File: config.mk
export PLATFORM = sky130hd
export DESIGN_NAME = ex_stage
export DESIGN_NICKNAME = d
export VERILOG_FILES = /design/src/ex_pkg.sv /design/src/ex_alu.sv /design/src/ex_mult.sv /design/src/ex_stage.sv /design/src/ex_writeback.sv /design/src/qnt_fsm.sv /design/src/qnt_node_counter.sv /design/src/qnt_unit.sv
export VERILOG_INCLUDE_DIRS = /design/src /design/src/src
export SDC_FILE = /design/constraint.sdc
export NUM_CORES = 2
export LEC_CHECK = 0
export BUFFER_PORTS_ARGS = -buffer_cell sky130_fd_sc_hd__buf_4
export CAP_MARGIN = 15
export CORE_ASPECT_RATIO = 1.4
export CORE_UTILIZATION = 55
export DETAILED_ROUTE_END_ITERATION = 12
export GPL_TIMING_DRIVEN = 1
export PLACE_DENSITY = 0.84
export SLEW_MARGIN = 20
export SYNTH_ARGS = -nofsm -noshare
export SYNTH_HDL_FRONTEND = slang
export SYNTH_SLANG_ARGS = --single-unit
File: constraint.sdc
create_clock -name clk -period 10.1 [get_ports clk]
set_input_delay 0.505 -clock clk [delete_from_list [all_inputs] [get_ports clk]]
set_output_delay 0.505 -clock clk [all_outputs]
set_load 0.005 [all_outputs]
File: src/ex_params.svh
// Widths and quantizer constants shared by the execute stage RTL
// Include wherever one of the macros below is referenced
`ifndef EX_PARAMS_SVH
`define EX_PARAMS_SVH

// Datapath
`define EX_WORD_W        32
`define EX_REG_ADDR_W    6

// Threshold tree walk
`define QNT_LEVELS       4   // Tree depth, also number of result bits
`define QNT_ADDR_STRIDE  4   // Bytes between thresholds in memory

`endif

File: src/ex_pkg.sv
// Types shared by the execute stage modules
// Import with a wildcard in the module header
`include "ex_params.svh"

package ex_pkg;

  typedef logic [`EX_WORD_W-1:0]             word_t;
  typedef logic [`EX_REG_ADDR_W-1:0]         reg_addr_t;
  typedef logic [`QNT_LEVELS:0]              qnt_node_t;   // Heap-style node index
  typedef logic [$clog2(`QNT_LEVELS+1)-1:0]  qnt_level_t;

  typedef enum logic [3:0] {
    ALU_ADD,
    ALU_SUB,
    ALU_AND,
    ALU_OR,
    ALU_XOR,
    ALU_SLL,
    ALU_SRL,
    ALU_SRA,
    ALU_SLT,
    ALU_SLTU,
    ALU_EQ,   // Branch compares from here on
    ALU_NE,
    ALU_LT,
    ALU_GE,
    ALU_LTU,
    ALU_GEU
  } alu_op_e;

  typedef enum logic [1:0] {
    MUL_MUL,
    MUL_MAC,
    MUL_MULH,
    MUL_MULHU
  } mult_op_e;

  typedef enum logic [1:0] {
    QNT_IDLE,
    QNT_REQ,
    QNT_WAIT,
    QNT_DONE
  } qnt_state_e;

endpackage

File: src/ex_alu.sv
// Integer ALU of the execute stage, purely combinational
// cmp_result_o doubles as the branch decision
`timescale 1ns/1ps
`include "ex_params.svh"

module ex_alu import ex_pkg::*; (
  input  alu_op_e operator_i,
  input  word_t   operand_a_i,
  input  word_t   operand_b_i,
  output word_t   result_o,
  output logic    cmp_result_o
);

  localparam int SHAMT_W = $clog2(`EX_WORD_W);

  logic [SHAMT_W-1:0] shamt;
  logic               eq;
  logic               lt_s;
  logic               lt_u;

  assign shamt = operand_b_i[SHAMT_W-1:0];  // Only the low bits count
  assign eq    = (operand_a_i == operand_b_i);
  assign lt_s  = ($signed(operand_a_i) < $signed(operand_b_i));
  assign lt_u  = (operand_a_i < operand_b_i);

  // Comparison bit
  always_comb begin
    case (operator_i)
      ALU_EQ:          cmp_result_o = eq;
      ALU_NE:          cmp_result_o = ~eq;
      ALU_SLT, ALU_LT: cmp_result_o = lt_s;
      ALU_GE:          cmp_result_o = ~lt_s;
      ALU_SLTU,
      ALU_LTU:         cmp_result_o = lt_u;
      ALU_GEU:         cmp_result_o = ~lt_u;
      default:         cmp_result_o = 1'b0;
    endcase
  end

  // Result mux
  always_comb begin
    case (operator_i)
      ALU_ADD: result_o = operand_a_i + operand_b_i;
      ALU_SUB: result_o = operand_a_i - operand_b_i;
      ALU_AND: result_o = operand_a_i & operand_b_i;
      ALU_OR:  result_o = operand_a_i | operand_b_i;
      ALU_XOR: result_o = operand_a_i ^ operand_b_i;
      ALU_SLL: result_o = operand_a_i << shamt;
      ALU_SRL: result_o = operand_a_i >> shamt;
      ALU_SRA: result_o = word_t'($signed(operand_a_i) >>> shamt);
      default: result_o = word_t'(cmp_result_o);  // All compares, zero-extended
    endcase
  end

endmodule

File: src/ex_mult.sv
// Single-cycle multiplier: MUL, MAC, MULH and MULHU
// One shared product, sign handling picked by the operation
`timescale 1ns/1ps
`include "ex_params.svh"

module ex_mult import ex_pkg::*; (
  input  mult_op_e operator_i,
  input  word_t    op_a_i,
  input  word_t    op_b_i,
  input  word_t    op_c_i,
  output word_t    result_o
);

  localparam int W = `EX_WORD_W;

  logic                  is_signed;
  logic signed [W:0]     a_ext;
  logic signed [W:0]     b_ext;
  logic signed [2*W+1:0] prod_full;
  logic [2*W-1:0]        prod;

  // Low word is the same either way, so only MULH needs signed operands
  assign is_signed = (operator_i == MUL_MULH);

  assign a_ext = {is_signed & op_a_i[W-1], op_a_i};
  assign b_ext = {is_signed & op_b_i[W-1], op_b_i};

  assign prod_full = a_ext * b_ext;
  assign prod      = prod_full[2*W-1:0];

  always_comb begin
    case (operator_i)
      MUL_MAC:   result_o = prod[W-1:0] + op_c_i;  // Accumulate on the low word
      MUL_MULH,
      MUL_MULHU: result_o = prod[2*W-1:W];
      default:   result_o = prod[W-1:0];
    endcase
  end

endmodule

File: src/ex_stage.sv
// Execute stage: ALU, multiplier, quantization unit and write ports
// Sits between the ID stage and the WB stage, stalls via ex_ready_o
`timescale 1ns/1ps

module ex_stage import ex_pkg::*; (
  input  logic      clk,
  input  logic      rst_n,

  // ALU
  input  logic      alu_en_i,
  input  alu_op_e   alu_operator_i,
  input  word_t     alu_operand_a_i,
  input  word_t     alu_operand_b_i,
  input  word_t     alu_operand_c_i,    // Jump target

  // Multiplier
  input  logic      mult_en_i,
  input  mult_op_e  mult_operator_i,
  input  word_t     mult_operand_a_i,
  input  word_t     mult_operand_b_i,
  input  word_t     mult_operand_c_i,

  // Quantization and threshold fetch
  input  logic      qnt_en_i,
  input  word_t     qnt_op_a_i,
  input  word_t     qnt_op_b_i,
  output logic      qnt_thresh_req_o,
  output word_t     qnt_thresh_addr_o,
  input  logic      data_gnt_mem_i,
  input  logic      data_rvalid_ex_i,

  // LSU
  input  logic      lsu_en_i,
  input  word_t     lsu_rdata_i,
  input  logic      lsu_ready_ex_i,
  input  logic      lsu_err_i,

  // CSR
  input  logic      csr_access_i,
  input  word_t     csr_rdata_i,

  // Branches
  input  logic      branch_in_ex_i,
  output word_t     jump_target_o,
  output logic      branch_decision_o,

  // Register file controls from ID
  input  logic      regfile_alu_we_i,
  input  reg_addr_t regfile_alu_waddr_i,
  input  logic      regfile_we_i,
  input  reg_addr_t regfile_waddr_i,

  // Forward port
  output logic      regfile_alu_we_fw_o,
  output reg_addr_t regfile_alu_waddr_fw_o,
  output word_t     regfile_alu_wdata_fw_o,

  // LSU write port
  output logic      regfile_we_wb_o,
  output reg_addr_t regfile_waddr_wb_o,
  output word_t     regfile_wdata_wb_o,

  // Stall control
  output logic      ex_ready_o,
  output logic      ex_valid_o,
  input  logic      wb_ready_i
);

  word_t alu_result;
  word_t mult_result;
  word_t qnt_result;
  logic  qnt_ready;
  logic  units_ready;
  logic  ex_valid;

  //////////////////////////////////////////////////////////////////////
  // Functional units
  //////////////////////////////////////////////////////////////////////

  ex_alu u_ex_alu (
    .operator_i   (alu_operator_i),
    .operand_a_i  (alu_operand_a_i),
    .operand_b_i  (alu_operand_b_i),
    .result_o     (alu_result),
    .cmp_result_o (branch_decision_o)
  );

  assign jump_target_o = alu_operand_c_i;

  ex_mult u_ex_mult (
    .operator_i (mult_operator_i),
    .op_a_i     (mult_operand_a_i),
    .op_b_i     (mult_operand_b_i),
    .op_c_i     (mult_operand_c_i),
    .result_o   (mult_result)
  );

  qnt_unit u_qnt_unit (
    .clk           (clk),
    .rst_n         (rst_n),
    .enable_i      (qnt_en_i),
    .gnt_i         (data_gnt_mem_i),
    .rvalid_i      (data_rvalid_ex_i),
    .ex_ready_i    (ex_ready_o),
    .op_a_i        (qnt_op_a_i),
    .op_b_i        (qnt_op_b_i),
    .threshold_i   (lsu_rdata_i),      // Thresholds come back on the load data bus
    .thresh_req_o  (qnt_thresh_req_o),
    .thresh_addr_o (qnt_thresh_addr_o),
    .result_o      (qnt_result),
    .ready_o       (qnt_ready)
  );

  //////////////////////////////////////////////////////////////////////
  // Write ports
  //////////////////////////////////////////////////////////////////////

  assign regfile_alu_we_fw_o    = regfile_alu_we_i;
  assign regfile_alu_waddr_fw_o = regfile_alu_waddr_i;

  ex_writeback u_ex_writeback (
    .clk             (clk),
    .rst_n           (rst_n),
    .alu_en_i        (alu_en_i),
    .mult_en_i       (mult_en_i),
    .qnt_en_i        (qnt_en_i),
    .csr_access_i    (csr_access_i),
    .ex_valid_i      (ex_valid),
    .wb_ready_i      (wb_ready_i),
    .regfile_we_i    (regfile_we_i),
    .lsu_err_i       (lsu_err_i),
    .alu_result_i    (alu_result),
    .mult_result_i   (mult_result),
    .qnt_result_i    (qnt_result),
    .csr_rdata_i     (csr_rdata_i),
    .lsu_rdata_i     (lsu_rdata_i),
    .regfile_waddr_i (regfile_waddr_i),
    .fw_wdata_o      (regfile_alu_wdata_fw_o),
    .wb_wdata_o      (regfile_wdata_wb_o),
    .wb_we_o         (regfile_we_wb_o),
    .wb_waddr_o      (regfile_waddr_wb_o)
  );

  // Stall logic
  // A branch resolves here and never needs WB, so it cannot be held up
  assign units_ready = qnt_ready & lsu_ready_ex_i & wb_ready_i;

  assign ex_ready_o = units_ready | branch_in_ex_i;
  assign ex_valid   = (alu_en_i | mult_en_i | qnt_en_i | csr_access_i | lsu_en_i)
                      & units_ready;
  assign ex_valid_o = ex_valid;

endmodule

File: src/ex_writeback.sv
// Write ports of the execute stage
// Forward port data mux and the EX/WB register of the LSU port
`timescale 1ns/1ps

module ex_writeback import ex_pkg::*; (
  input  logic      clk,
  input  logic      rst_n,
  input  logic      alu_en_i,
  input  logic      mult_en_i,
  input  logic      qnt_en_i,
  input  logic      csr_access_i,
  input  logic      ex_valid_i,
  input  logic      wb_ready_i,
  input  logic      regfile_we_i,
  input  logic      lsu_err_i,
  input  word_t     alu_result_i,
  input  word_t     mult_result_i,
  input  word_t     qnt_result_i,
  input  word_t     csr_rdata_i,
  input  word_t     lsu_rdata_i,
  input  reg_addr_t regfile_waddr_i,
  output word_t     fw_wdata_o,
  output word_t     wb_wdata_o,
  output logic      wb_we_o,
  output reg_addr_t wb_waddr_o
);

  logic      lsu_we;
  logic      we_q;
  reg_addr_t waddr_q;

  //////////////////////////////////////////////////////////////////////
  // Forward port
  //////////////////////////////////////////////////////////////////////

  // Later sources override earlier ones
  always_comb begin
    fw_wdata_o = '0;
    if (alu_en_i)     fw_wdata_o = alu_result_i;
    if (mult_en_i)    fw_wdata_o = mult_result_i;
    if (qnt_en_i)     fw_wdata_o = qnt_result_i;
    if (csr_access_i) fw_wdata_o = csr_rdata_i;
  end

  //////////////////////////////////////////////////////////////////////
  // EX/WB register
  //////////////////////////////////////////////////////////////////////

  assign lsu_we = regfile_we_i & ~lsu_err_i;  // Faulting loads never write

  always_ff @(posedge clk or negedge rst_n) begin
    if (!rst_n) begin
      we_q <= 1'b0;
    end else if (ex_valid_i) begin
      we_q <= lsu_we;
    end else if (wb_ready_i) begin
      we_q <= 1'b0;  // Bubble moves into WB
    end
  end

  always_ff @(posedge clk) begin
    if (ex_valid_i && lsu_we) begin
      waddr_q <= regfile_waddr_i;
    end
  end

  assign wb_we_o    = we_q;
  assign wb_waddr_o = waddr_q;
  assign wb_wdata_o = lsu_rdata_i;  // Load data arrives in the WB cycle

endmodule

File: src/qnt_fsm.sv
// Sequencer of the threshold walk: one request and one response per level
// Holds the result in DONE until the stage moves on
`timescale 1ns/1ps

module qnt_fsm import ex_pkg::*; (
  input  logic clk,
  input  logic rst_n,
  input  logic enable_i,
  input  logic gnt_i,
  input  logic rvalid_i,
  input  logic last_level_i,
  input  logic ex_ready_i,
  output logic req_o,
  output logic sample_o,
  output logic ready_o
);

  qnt_state_e state_q;
  qnt_state_e state_d;

  always_comb begin
    state_d  = state_q;
    sample_o = 1'b0;

    case (state_q)
      QNT_IDLE: begin
        if (enable_i) state_d = QNT_REQ;
      end
      QNT_REQ: begin
        if (gnt_i) state_d = QNT_WAIT;  // Request done, address may change
      end
      QNT_WAIT: begin
        if (rvalid_i) begin
          sample_o = 1'b1;
          state_d  = last_level_i ? QNT_DONE : QNT_REQ;
        end
      end
      QNT_DONE: begin
        if (ex_ready_i) state_d = QNT_IDLE;
      end
      default: state_d = QNT_IDLE;
    endcase
  end

  assign req_o = (state_q == QNT_REQ);

  // Not busy unless a walk is in progress
  assign ready_o = ~enable_i | (state_q == QNT_DONE);

  always_ff @(posedge clk or negedge rst_n) begin
    if (!rst_n) begin
      state_q <= QNT_IDLE;
    end else begin
      state_q <= state_d;
    end
  end

endmodule

File: src/qnt_node_counter.sv
// Node index and level count of the threshold tree walk
// Each step appends the compare bit below the current node
`timescale 1ns/1ps
`include "ex_params.svh"

module qnt_node_counter import ex_pkg::*; (
  input  logic      clk,
  input  logic      rst_n,
  input  logic      start_i,
  input  logic      step_i,
  input  logic      bit_i,
  output qnt_node_t node_o,
  output logic      last_level_o
);

  qnt_node_t  node_q;
  qnt_level_t level_q;

  always_ff @(posedge clk or negedge rst_n) begin
    if (!rst_n) begin
      node_q  <= qnt_node_t'(1);   // Root
      level_q <= '0;
    end else if (start_i) begin
      node_q  <= qnt_node_t'(1);
      level_q <= '0;
    end else if (step_i) begin
      node_q  <= {node_q[`QNT_LEVELS-1:0], bit_i};  // 2*node + bit
      level_q <= level_q + qnt_level_t'(1);
    end
  end

  assign node_o       = node_q;
  assign last_level_o = (level_q == qnt_level_t'(`QNT_LEVELS - 1));

endmodule

File: src/qnt_unit.sv
// Quantization unit: binary search of a threshold tree in data memory
// Result is the leaf index reached after QNT_LEVELS compares
`timescale 1ns/1ps
`include "ex_params.svh"

module qnt_unit import ex_pkg::*; (
  input  logic  clk,
  input  logic  rst_n,
  input  logic  enable_i,
  input  logic  gnt_i,
  input  logic  rvalid_i,
  input  logic  ex_ready_i,
  input  word_t op_a_i,
  input  word_t op_b_i,        // Base address of the threshold table
  input  word_t threshold_i,
  output logic  thresh_req_o,
  output word_t thresh_addr_o,
  output word_t result_o,
  output logic  ready_o
);

  qnt_node_t node;
  logic      sample;
  logic      last_level;
  logic      go_right;
  logic      restart;

  //////////////////////////////////////////////////////////////////////
  // Control
  //////////////////////////////////////////////////////////////////////

  qnt_fsm u_qnt_fsm (
    .clk          (clk),
    .rst_n        (rst_n),
    .enable_i     (enable_i),
    .gnt_i        (gnt_i),
    .rvalid_i     (rvalid_i),
    .last_level_i (last_level),
    .ex_ready_i   (ex_ready_i),
    .req_o        (thresh_req_o),
    .sample_o     (sample),
    .ready_o      (ready_o)
  );

  // Back to the root whenever the stage accepts the unit as finished
  assign restart = ready_o & ex_ready_i;

  qnt_node_counter u_qnt_node_counter (
    .clk          (clk),
    .rst_n        (rst_n),
    .start_i      (restart),
    .step_i       (sample),
    .bit_i        (go_right),
    .node_o       (node),
    .last_level_o (last_level)
  );

  //////////////////////////////////////////////////////////////////////
  // Datapath
  //////////////////////////////////////////////////////////////////////

  assign thresh_addr_o = op_b_i + word_t'(node) * word_t'(`QNT_ADDR_STRIDE);

  assign go_right = ($signed(op_a_i) >= $signed(threshold_i));  // Signed compare

  // Drop the leading one of the final node
  assign result_o = word_t'(node[`QNT_LEVELS-1:0]);

endmodule

==> parameters.txt <==
Parameter                              Value

Route
  DRC violations left    0
  Routed wirelength normalized by instance count    23.0 um
  Total vias in the final route    45600
  Detailed-route vias per instance    6.04
  Detailed Route Iter0 Violations    3803
  DRT Pass-1 Iters    6
  Antenna Nets Post-Route    0
  Final wirelength    173 mm

Critical path
  Biggest fanout along the worst timing path    24
  Worst flop-to-flop path endpoint    u_qnt_unit.u_qnt_node_counter.node_o[0]
  Worst EP required    9.60 ns
  Worst Path Class, Setup    in -> out
  Number of cells on the worst reg-to-reg path    9
  Critical R2R Launch    u_qnt_unit.u_qnt_fsm.state_q[1]
  Launching element type of the critical path    input port
  Data arrival time at the worst-slack endpoint    9.46 ns
  Worst path max stage delay    0.56 ns
  Kind of capture point of the worst setup path    primary output
  Crit-path most repeated cell    sky130_fd_sc_hd__fa_1
  Critical path's slowest cell    sky130_fd_sc_hd__o31ai_2
  Internal reg-to-reg setup slack    7.87 ns

STA
  Max-slew headroom    24.2%
  Final setup violation count    0
  Final critical-path required period    9.97 ns
  Worst-margin pin slew    1.14 ns
  Pins over their slew limit    0
  Part of the cycle the worst path needs    98.7%
  Peak clock frequency supported by timing    0.100 GHz
  Hold violation total from the final report    0
  Largest clock skew in the final design    0.00123 ns

Place
  Post-DP HPWL    147 mm
  DP Area    0.0558 sq mm
  Routability cong.    1.02
  IO buf count    416

Synth
  Post-Syn Area per Cell    8.42 sq um
  Sequential area share after synthesis    0.874%
  Count of state elements after synthesis    17
  Count of flip-flops with a built-in enable after synthesis    6
  Net count after synthesis    8064
  Cell area after synthesis    0.0522 sq mm
  Number of warnings issued by yosys    0
  Async set-or-reset flop fraction in the synthesized netlist    64.7%
  Post-synthesis cell type count    93
  Primary FF master, synth    sky130_fd_sc_hd__dfrtp_1
  Number of standard cells after synthesis    6201

Layout
  Post-route design area    0.0561 sq mm
  Layout cells sized above 1    10.7%
  Layout Nets    8189
  Layout-stage area growth over the synthesis result    7.43%

Global route
  Total congestion overflow    0
  Number of global-route vias before repair    49400
  Largest net degree at the start of global routing    63
  Antenna violations before repair    10
  First-pass GRT wire length    272 mm
  Total routing resource utilization after global routing    36.5%

CTS
  Reg clk slew, reported paths    0.05 ns
  Clk buf depth    2
  Total clock buffers created by CTS    3
  Clock sink count    17
  Latest clock arrival within the worst-skew pair    0.25 ns
  TritonCTS clock tree    built
  Hold Buf Count CTS    0
  H-tree levels    1
  Root cell of the clock tree    sky130_fd_sc_hd__clkbuf_16

Worst hold path
  Type of the most critical hold path    in -> async

Run
  Number of maximum-capacitance violations    0

Status
  Result of the run    completed

Floorplan
  Width of the die    262 um
  Number of rows created at floorplan    133
  Top-level I/O count    499
  Core area    0.0940 sq mm
  Die Height    367 um
  Area of the die    0.0962 sq mm
  Starting Density    55.5%
[timing repair]
item / 4_1_cts / 5_1_grt
endpoints found under the hold margin: 0 / 0
resized for setup: 0 / 36
buffers inserted: 0 / 7
setup endpoints to repair: 0 / 8
[logic make-up (layout without fill, tap and decap cells)]
| group | Yosys count | in the layout | share of synthesized area, % |
|---|---|---|---|
| xor+xnor | 151 | 151 | 2.53 |
| fa+ha+maj | 1510 | 1510 | 52.4 |
| buf+inv | 1714 | 1838 | 13.0 |
| other cells | 0 | 5 | 0 |
| flops | 17 | 17 | 0.874 |
| compound gates | 838 | 838 | 10.3 |
| simple gates | 1835 | 1835 | 16.9 |
| mux | 136 | 136 | 3.99 |
[flip-flops by register name, summed over array words and instances, names as in the netlist]
| signal | cells |
|---|---|
| u_qnt_unit.u_qnt_node_counter.node_o | 5 |
| u_qnt_unit.u_qnt_fsm.state_q | 2 |
| u_ex_writeback.wb_waddr_o | 6 |
| u_qnt_unit.u_qnt_node_counter.level_q | 3 |
| u_ex_writeback.wb_we_o | 1 |
[metrics by stage]
step	instances	setup WS (ns)	utilization [%]	hold slack [ns]	setup TNS [ns]
after floorplan	6201	1.01	-	0.209	0
after global placement	7527	0.230	59.4	0.351	0
after detailed placement	7527	0.130	59.4	0.352	0
after CTS	7531	0.0660	59.4	0.0881	0
after global routing	7542	-0.0595	59.7	0.0931	-0.0857
final	7545	0.135	59.7	0.0855	0
[layer usage]
layer	up-vias	wire length [um]	track usage, %
met3	965	16400	7.82
met4	12	17200	29.1
li1	19300	-	-
met1	22500	55000	39.0
met2	2796	84700	62.6
met5	-	78	0
[how the worst max path moves through the flow]
stage	from	slack [ns]	cells after the start	endpoint
after floorplan	mult_operand_b_i[0]	1.01	35	regfile_alu_wdata_fw_o[25]
after global placement	mult_operand_b_i[0]	0.23	37	regfile_alu_wdata_fw_o[25]
after detailed placement	mult_operand_b_i[0]	0.13	37	regfile_alu_wdata_fw_o[25]
after CTS	mult_operand_b_i[0]	0.07	37	regfile_alu_wdata_fw_o[25]
after global routing	mult_operand_b_i[0]	-0.06	33	regfile_alu_wdata_fw_o[29]
final	mult_operand_a_i[9]	0.13	31	regfile_alu_wdata_fw_o[25]
[area by class of cell]
class                      count  area, sq um
antenna                        5         12.5
timing repair buffer         531         4010
clock buffer                   4         78.8
sequential                    17          457
inverter                    1303         4890
multi-input combinational   4470        45100
fill                        7943        37900
tap                         1215         1520
[placed cells by master, fill, tap and decap left out, types with 28 or more instances in the layout]
| master | n |
|---|---|
| sky130_fd_sc_hd__a211oi_1 | 40 |
| sky130_fd_sc_hd__a31oi_1 | 31 |
| sky130_fd_sc_hd__xnor2_1 | 112 |
| sky130_fd_sc_hd__a21oi_1 | 237 |
| sky130_fd_sc_hd__buf_4 | 525 |
| sky130_fd_sc_hd__nand4_1 | 32 |
| sky130_fd_sc_hd__nor2b_1 | 28 |
| sky130_fd_sc_hd__o21ai_0 | 180 |
| sky130_fd_sc_hd__or3_1 | 29 |
| sky130_fd_sc_hd__nand2b_1 | 30 |
| sky130_fd_sc_hd__ha_1 | 375 |
| sky130_fd_sc_hd__o211ai_1 | 33 |
| sky130_fd_sc_hd__mux4_2 | 55 |
| sky130_fd_sc_hd__nor2_1 | 270 |
| sky130_fd_sc_hd__fa_1 | 1127 |
| sky130_fd_sc_hd__nor3_1 | 52 |
| sky130_fd_sc_hd__and3_1 | 42 |
| sky130_fd_sc_hd__nand3_1 | 49 |
| sky130_fd_sc_hd__and2_1 | 452 |
| sky130_fd_sc_hd__inv_1 | 1299 |
| sky130_fd_sc_hd__mux2i_1 | 64 |
| sky130_fd_sc_hd__a21o_1 | 58 |
| sky130_fd_sc_hd__xor2_1 | 38 |
| sky130_fd_sc_hd__nand2_1 | 776 |
[cell usage after synthesis, types with 13 or more instances]
| master | number | area (sq um) |
|---|---|---|
| sky130_fd_sc_hd__mux2i_1 | 64 | 641 |
| sky130_fd_sc_hd__nand2_1 | 776 | 2910 |
| sky130_fd_sc_hd__o21ai_0 | 184 | 921 |
| sky130_fd_sc_hd__xnor2_1 | 113 | 990 |
| sky130_fd_sc_hd__o31ai_1 | 19 | 143 |
| sky130_fd_sc_hd__nor3_1 | 54 | 270 |
| sky130_fd_sc_hd__buf_1 | 20 | 75.1 |
| sky130_fd_sc_hd__nand2b_1 | 30 | 188 |
| sky130_fd_sc_hd__nand3_1 | 50 | 250 |
| sky130_fd_sc_hd__or3_1 | 29 | 181 |
| sky130_fd_sc_hd__o22ai_1 | 15 | 93.8 |
| sky130_fd_sc_hd__a21oi_1 | 240 | 1200 |
| sky130_fd_sc_hd__buf_4 | 76 | 571 |
| sky130_fd_sc_hd__and3_1 | 42 | 263 |
| sky130_fd_sc_hd__o2111ai_1 | 13 | 114 |
| sky130_fd_sc_hd__o21bai_1 | 25 | 188 |
| sky130_fd_sc_hd__a21o_1 | 58 | 435 |
| sky130_fd_sc_hd__buf_2 | 25 | 125 |
| sky130_fd_sc_hd__xor2_1 | 38 | 333 |
| sky130_fd_sc_hd__a31oi_1 | 34 | 213 |
| sky130_fd_sc_hd__a221oi_1 | 21 | 184 |
| sky130_fd_sc_hd__nor2_1 | 271 | 1020 |
| sky130_fd_sc_hd__a22oi_1 | 27 | 203 |
| sky130_fd_sc_hd__a211oi_1 | 43 | 323 |
| sky130_fd_sc_hd__o21a_1 | 21 | 158 |
| sky130_fd_sc_hd__inv_1 | 1299 | 4880 |
| sky130_fd_sc_hd__mux4_2 | 55 | 1240 |
| sky130_fd_sc_hd__mux2_2 | 16 | 180 |
| sky130_fd_sc_hd__clkbuf_1 | 285 | 1070 |
| sky130_fd_sc_hd__nand4_1 | 32 | 200 |
| sky130_fd_sc_hd__fa_1 | 1129 | 22600 |
| sky130_fd_sc_hd__or2_2 | 21 | 131 |
| sky130_fd_sc_hd__ha_1 | 381 | 4770 |
| sky130_fd_sc_hd__nor2b_1 | 28 | 175 |
| sky130_fd_sc_hd__o211ai_1 | 33 | 248 |
| sky130_fd_sc_hd__and2_1 | 453 | 2830 |
[critical path: cells and delay by family]
family                     cells  cell delay (ns)
AOI/OAI and AO/OA              4             1.34
xor gates and xnor gates       2             0.34
adders and majority gates     10             4.55
buffers and inverters          9             1.20
muxes                          2             0.37
and+or+nand+nor                4             1.12
Power is not shown: default switching activity piles up to over one toggle a cycle in this logic, so the estimate is an artifact.
